$ cat src/krom.mem
// Each line is @address then one byte, address = {extended, scan code}
// The byte is the virtual key code; unlisted addresses read 00
@00D 09
@016 31
@01C 41
@01E 32
@021 43
@023 44
@024 45
@029 20
@032 42
@05A 0D
@066 08
@076 1B
// Extended half, E0 prefixed codes
@111 12
@114 11
@16B 25
@172 28
@174 27
@175 26

$ cat src/kbd_pkg.sv
package kbd_pkg;

    // Generic byte for scan codes and virtual key codes
    typedef logic [7:0] byte_t;

    // Decoded key action as it leaves the prefix folding stage.
    // The lower 9 bits form the translation ROM address.
    typedef struct packed {
        logic  is_break;
        logic  is_extended;
        byte_t code;
    } ps2_kbd_event_t;

    // Translated key event as stored in the queue and read by the host
    typedef struct packed {
        logic  is_break;
        byte_t vk;
    } kbd_event_t;

    // Scan code set 2 prefix bytes
    localparam byte_t PS2_PREFIX_EXT   = 8'hE0;
    localparam byte_t PS2_PREFIX_BREAK = 8'hF0;

    // Event queue holds 2**KBD_FIFO_ADDR_W entries
    localparam int KBD_FIFO_ADDR_W = 5;

    // Translation ROM indexed by {is_extended, code}
    localparam int KROM_ADDR_W = 9;
    localparam     KROM_FILE   = "/design/src/krom.mem";

endpackage

$ cat src/ps2_rx.sv
`timescale 1ns/1ps

module ps2_rx
    import kbd_pkg::*;
(
    input  logic  clk_i,
    input  logic  arst_n_i,
    input  logic  ps2_clk_async_i,
    input  logic  ps2_data_async_i,
    output byte_t data_o,
    output logic  valid_o
);

    // Synchronizer stages plus one extra clock stage for edge detection
    logic        clk_meta_r;
    logic        clk_sync_r;
    logic        clk_prev_r;
    logic        data_meta_r;
    logic        data_sync_r;

    logic        clk_fall_w;
    logic [9:0]  frame_r;
    logic [10:0] frame_next_w;
    logic [3:0]  bit_cnt_r;
    logic        last_bit_w;
    logic        frame_ok_w;

    // Both lines idle high
    always_ff @(posedge clk_i or negedge arst_n_i) begin
        if (!arst_n_i) begin
            clk_meta_r  <= 1'b1;
            clk_sync_r  <= 1'b1;
            clk_prev_r  <= 1'b1;
            data_meta_r <= 1'b1;
            data_sync_r <= 1'b1;
        end else begin
            clk_meta_r  <= ps2_clk_async_i;
            clk_sync_r  <= clk_meta_r;
            clk_prev_r  <= clk_sync_r;
            data_meta_r <= ps2_data_async_i;
            data_sync_r <= data_meta_r;
        end
    end

    assign clk_fall_w = clk_prev_r & ~clk_sync_r;

    // LSB first, so bits shift in from the top.
    // After eleven bits frame_next_w holds start [0], data [8:1], parity [9], stop [10]
    assign frame_next_w = {data_sync_r, frame_r};
    assign last_bit_w   = (bit_cnt_r == 4'd10);

    // Start low, stop high, odd parity over data and parity bit
    assign frame_ok_w = ~frame_next_w[0] & frame_next_w[10] & (^frame_next_w[9:1]);

    always_ff @(posedge clk_i or negedge arst_n_i) begin
        if (!arst_n_i) begin
            bit_cnt_r <= '0;
            valid_o   <= 1'b0;
        end else begin
            valid_o <= 1'b0;
            if (clk_fall_w) begin
                if (last_bit_w) begin
                    bit_cnt_r <= '0;
                    valid_o   <= frame_ok_w;
                end else begin
                    bit_cnt_r <= bit_cnt_r + 4'd1;
                end
            end
        end
    end

    always_ff @(posedge clk_i) begin
        if (clk_fall_w) begin
            frame_r <= frame_next_w[10:1];
            if (last_bit_w) begin
                data_o <= frame_next_w[8:1];
            end
        end
    end

endmodule

$ cat src/ps2_kbd.sv
`timescale 1ns/1ps

module ps2_kbd
    import kbd_pkg::*;
(
    input  logic           clk_i,
    input  logic           arst_n_i,
    input  byte_t          data_i,
    input  logic           valid_i,
    output ps2_kbd_event_t event_o,
    output logic           valid_o
);

    logic ext_pending_r;
    logic brk_pending_r;
    logic is_ext_w;
    logic is_brk_w;
    logic is_key_w;

    assign is_ext_w = (data_i == PS2_PREFIX_EXT);
    assign is_brk_w = (data_i == PS2_PREFIX_BREAK);

    // A byte that is not a prefix completes the key action
    assign is_key_w = valid_i & ~is_ext_w & ~is_brk_w;

    always_ff @(posedge clk_i or negedge arst_n_i) begin
        if (!arst_n_i) begin
            ext_pending_r <= 1'b0;
            brk_pending_r <= 1'b0;
            valid_o       <= 1'b0;
        end else begin
            valid_o <= is_key_w;
            if (valid_i) begin
                if (is_ext_w) begin
                    ext_pending_r <= 1'b1;
                end else if (is_brk_w) begin
                    brk_pending_r <= 1'b1;
                end else begin
                    // Flags apply to this key only
                    ext_pending_r <= 1'b0;
                    brk_pending_r <= 1'b0;
                end
            end
        end
    end

    always_ff @(posedge clk_i) begin
        if (is_key_w) begin
            event_o.is_break    <= brk_pending_r;
            event_o.is_extended <= ext_pending_r;
            event_o.code        <= data_i;
        end
    end

endmodule

$ cat src/keycode_rom.sv
`timescale 1ns/1ps

module keycode_rom
    import kbd_pkg::*;
(
    input  logic                   clk_i,
    input  logic [KROM_ADDR_W-1:0] addr_i,
    output byte_t                  data_o
);

    byte_t rom_r [2**KROM_ADDR_W];

    // File is sparse, so unlisted codes stay at 00
    initial begin
        for (int i = 0; i < 2**KROM_ADDR_W; i++) begin
            rom_r[i] = '0;
        end
        $readmemh(KROM_FILE, rom_r);
    end

    always_ff @(posedge clk_i) begin
        data_o <= rom_r[addr_i];
    end

endmodule

$ cat src/kbd_fifo.sv
`timescale 1ns/1ps

module kbd_fifo
    import kbd_pkg::*;
(
    input  logic       clk_i,
    input  logic       arst_n_i,
    input  kbd_event_t write_data_i,
    input  logic       write_enable_i,
    input  logic       read_enable_i,
    output kbd_event_t read_data_o,
    output logic       read_valid_o,
    output logic       empty_o
);

    kbd_event_t mem_r [2**KBD_FIFO_ADDR_W];

    // Extra MSB tells a full queue from an empty one
    logic [KBD_FIFO_ADDR_W:0] wr_ptr_r;
    logic [KBD_FIFO_ADDR_W:0] rd_ptr_r;
    logic                     full_w;
    logic                     do_write_w;
    logic                     do_read_w;

    assign empty_o = (wr_ptr_r == rd_ptr_r);
    assign full_w  = (wr_ptr_r[KBD_FIFO_ADDR_W] != rd_ptr_r[KBD_FIFO_ADDR_W]) &&
                     (wr_ptr_r[KBD_FIFO_ADDR_W-1:0] == rd_ptr_r[KBD_FIFO_ADDR_W-1:0]);

    // PS/2 cannot be held off, so a write into a full queue is lost
    assign do_write_w = write_enable_i & ~full_w;
    assign do_read_w  = read_enable_i & ~empty_o;

    always_ff @(posedge clk_i or negedge arst_n_i) begin
        if (!arst_n_i) begin
            wr_ptr_r <= '0;
            rd_ptr_r <= '0;
        end else begin
            if (do_write_w) begin
                wr_ptr_r <= wr_ptr_r + 1'b1;
            end
            if (do_read_w) begin
                rd_ptr_r <= rd_ptr_r + 1'b1;
            end
        end
    end

    always_ff @(posedge clk_i) begin
        if (do_write_w) begin
            mem_r[wr_ptr_r[KBD_FIFO_ADDR_W-1:0]] <= write_data_i;
        end
    end

    // Head entry always on the output in show-ahead mode
    assign read_data_o  = mem_r[rd_ptr_r[KBD_FIFO_ADDR_W-1:0]];
    assign read_valid_o = ~empty_o;

endmodule

$ cat src/kbd_controller.sv
`timescale 1ns/1ps

module kbd_controller
    import kbd_pkg::*;
(
    input  logic       clk_i,
    input  logic       arst_n_i,
    input  logic       ps2_clk_async_i,
    input  logic       ps2_data_async_i,
    input  logic       read_enable_i,
    output kbd_event_t read_data_o,
    output logic       read_valid_o,
    output logic       interrupt_o
);

    byte_t          rx_data_w;
    logic           rx_valid_w;
    ps2_kbd_event_t key_event_w;
    logic           key_valid_w;
    byte_t          vk_w;
    logic           is_break_r;
    logic           vk_valid_r;
    kbd_event_t     fifo_wdata_w;
    logic           fifo_empty_w;

    ps2_rx ps2_rx_inst (
        .clk_i            (clk_i),
        .arst_n_i         (arst_n_i),
        .ps2_clk_async_i  (ps2_clk_async_i),
        .ps2_data_async_i (ps2_data_async_i),
        .data_o           (rx_data_w),
        .valid_o          (rx_valid_w)
    );

    ps2_kbd ps2_kbd_inst (
        .clk_i    (clk_i),
        .arst_n_i (arst_n_i),
        .data_i   (rx_data_w),
        .valid_i  (rx_valid_w),
        .event_o  (key_event_w),
        .valid_o  (key_valid_w)
    );

    keycode_rom keycode_rom_inst (
        .clk_i  (clk_i),
        .addr_i ({key_event_w.is_extended, key_event_w.code}),
        .data_o (vk_w)
    );

    // Match the ROM's one-cycle read latency
    always_ff @(posedge clk_i or negedge arst_n_i) begin
        if (!arst_n_i) begin
            vk_valid_r <= 1'b0;
        end else begin
            vk_valid_r <= key_valid_w;
        end
    end

    always_ff @(posedge clk_i) begin
        is_break_r <= key_event_w.is_break;
    end

    assign fifo_wdata_w.is_break = is_break_r;
    assign fifo_wdata_w.vk       = vk_w;

    kbd_fifo kbd_fifo_inst (
        .clk_i          (clk_i),
        .arst_n_i       (arst_n_i),
        .write_data_i   (fifo_wdata_w),
        .write_enable_i (vk_valid_r),
        .read_enable_i  (read_enable_i),
        .read_data_o    (read_data_o),
        .read_valid_o   (read_valid_o),
        .empty_o        (fifo_empty_w)
    );

    // Level interrupt while anything is queued
    assign interrupt_o = ~fifo_empty_w;

endmodule

$ cat config.mk
export PLATFORM = sky130hd
export DESIGN_NAME = kbd_controller
export DESIGN_NICKNAME = d
export VERILOG_FILES = /design/src/kbd_pkg.sv /design/src/ps2_rx.sv /design/src/ps2_kbd.sv /design/src/keycode_rom.sv /design/src/kbd_fifo.sv /design/src/kbd_controller.sv
export SDC_FILE = /design/constraint.sdc
export NUM_CORES = 1
export LEC_CHECK = 0
export ABC_CLOCK_PERIOD_IN_PS = 2500
export BUFFER_PORTS_ARGS = -buffer_cell sky130_fd_sc_hd__buf_2
export CAP_MARGIN = 0
export CORE_UTILIZATION = 35
export DETAILED_ROUTE_END_ITERATION = 7
export HOLD_SLACK_MARGIN = 0.12
export PLACE_DENSITY = 0.59
export SLEW_MARGIN = 20
export SYNTH_ARGS = -nofsm -noshare
export SYNTH_HDL_FRONTEND = slang
export SYNTH_HIERARCHICAL = 1
export SYNTH_MEMORY_MAX_BITS = 65536
export SYNTH_SLANG_ARGS = --single-unit
$ cat constraint.sdc
create_clock -name clk_i -period 2.5 [get_ports clk_i]
set_input_delay 0.25 -clock clk_i [delete_from_list [all_inputs] [get_ports clk_i]]
set_output_delay 0.25 -clock clk_i [all_outputs]
set_load 0.01 [all_outputs]
==> results.ini <==
[yosys]
netlist_area_um2 = 13100
synth_area_per_cell_um2 = 22.2
ys_warn_count = 6
syn_inst = 590

[drt]
ant_nets = 0
drt_iter0_drc = 584
num_vias = 6115
drc = 0
routed_wl_um = 27500
dr.pass1.iters = 5
routedWlPerCell_um = 23.5
viasPerCell = 5.24

[finish]
nets = 684
final_cell_area_um2 = 15400
fin_util_pct = 42.0
syn2layout_area_growth_pct = 17.7
nFillCells = 3113
drive_above_1_share_pct = 33.5
antennaDiodeCount = 0

[pwr]
power_uw = 16000
leakage_uw = 0.00518
vdd_ir_drop_max_mv = 0.451
powerDensity_nw_per_um2 = 1040

[placement]
place_hpwl_um = 16800
gp_congestion = 0.781
pre_cts_ws_ps = -67.3
placed_area_um2 = 14000
port_buffers = 15

[grt]
track_usage_pct = 14.7
grt_pass1_vias = 6337
overflow = 0
met3_usage_pct = 2.90
grt_pass1_wl_um = 41300
antenna_found_initial = 0
grt.busiest_layer = met2
grtUsageMet2_pct = 22.9
grt_max_degree = 33
grt_use_met1_pct = 21.2

[clocking]
cts_tree = done
clkTransAtPathRegs_ps = 60
clockBufferDepth = 3
numCtsBuffers = 36
clock_latency_ps = 520
cts-root-buf = clkbuf_16
cts_max_level = 2
cts.sinks = 333

[timing]
hold_violations = 0
worst_slew_pin_slew_ps = 616
rsz0062_at_grt = yes
finalCritPeriodShare_pct = 122
period_needed_ps = 3040
maxSlewViolCount = 0
finalClockSkew_ps = 20.9
fmaxAchievable_mhz = 329
relSlewSlack_pct = 59.0
setup_violations = 9
whs_ps = 278
setup_ws_ps = -540

[outcome]
violations = negative setup slack
status = finished, violations left

[setup_path]
critPathTopFamily = multiplexers
arrival_ps = 2790
cp-end-kind = output pin
path_max_fanout = 7
rrSetupSlack_ps = 220
path_buf_inv = 3
r2r-start = kbd_fifo_inst/rd_ptr_r[0]$_DFFE_PN0P_
crit_top_cell = mux4_2
critPathKind = flip-flop to output pin
rr_endpoint = kbd_fifo_inst/mem_r[9][3]$_DFFE_PP_
max_stage_delay_ps = 530
reg2regPathDepth = 7
crit_chain = buf_12, buf_16, mux4_2, mux4_2, mux2_4, buf_6
start_kind = flip-flop
cp_slowest_cell = dfrtp_4
critPathRequiredTime_ps = 2250

[die]
die_h_um = 195
core_um2 = 36700
die_x_um = 195
start_util_pct = 35.7
pin_count = 16
num_rows = 70
dieArea_um2 = 38200

[job]
max_cap_viol_count = 0

[hold_path]
min_path_type = input port to asynchronous set/reset pin

## where the power goes
group	switching (µW)	leakage (µW)	internal (µW)
combinational	2010	0.00155	2610
clock	2130	0.000542	2880
sequential	189	0.00308	6180
## repair_timing
item	CTS	global route
setup endpoints to repair	9	9
gates cloned	2	1
gates resized for setup	21	0
hold endpoints to repair	24	0
hold buffers	4	0
buffers inserted	2	0
## layout by cell type (no fill, tap or decap), drive strengths merged, types with 7 or more instances in the layout
cell type,instances
and3,27
buf,70
clkbuf,50
clkinv,10
conb,8
dfrtp,20
edfxtp,307
inv,9
mux2,10
mux4,90
nor2b,11
xnor2,12
xor2,7
## cell type report
class	instances	area [µm²]	area share, %
sequential	333	9880	64.1
multi-input combinational	221	3050	19.8
clock buffer	49	980	6.36
timing repair buffer	75	753	4.89
tap	468	586	3.80
clock inverter	14	131	0.853
inverter	7	26.3	0.171
## flip-flops by register name (all words and copies together), names as in the netlist, 4 cells and up
register                cells
kbd_fifo_inst/mem_r       288
ps2_rx_inst/frame_r        10
ps2_rx_inst/data_o          8
kbd_fifo_inst/rd_ptr_r      6
kbd_fifo_inst/wr_ptr_r      6
ps2_rx_inst/bit_cnt_r       4
## worst register-to-register path, stage by stage, from the launching register on
cell	delay (ps)
dfrtp_4	560
buf_4	200
xor2_1	230
nor2_1	110
a31oi_2	180
buf_4	260
and3_1	200
buf_4	220
## per-layer routing
metal	up-vias	routed length [µm]
met1	3258	12000
met5	-	0
li1	2600	-
met4	0	482
met3	47	2050
met2	210	12900
## per-stage QoR
stage | TNS [ps] | instances
2_1_floorplan | 0 | 597
3_3_place_gp | -322 | 1095
3_5_place_dp | -426 | 1095
4_1_cts | -4810 | 1166
5_1_grt | -5080 | 1167
6_report | -4610 | 1167
## how the worst max path moves through the flow
stage                                                      from  cells past startpoint                              endpoint
after floorplan           kbd_fifo_inst/rd_ptr_r[0]$_DFFE_PN0P_                      6  kbd_fifo_inst/mem_r[15][0]$_DFFE_PP_
after global placement    kbd_fifo_inst/rd_ptr_r[0]$_DFFE_PN0P_                      5                        read_data_o[5]
after detailed placement  kbd_fifo_inst/rd_ptr_r[0]$_DFFE_PN0P_                      5                        read_data_o[5]
after CTS                 kbd_fifo_inst/rd_ptr_r[0]$_DFFE_PN0P_                      6                        read_data_o[8]
after global routing      kbd_fifo_inst/rd_ptr_r[0]$_DFFE_PN0P_                      5                        read_data_o[5]
final                     kbd_fifo_inst/rd_ptr_r[0]$_DFFE_PN0P_                      6                        read_data_o[8]
Power figures use the tool's default switching activity.
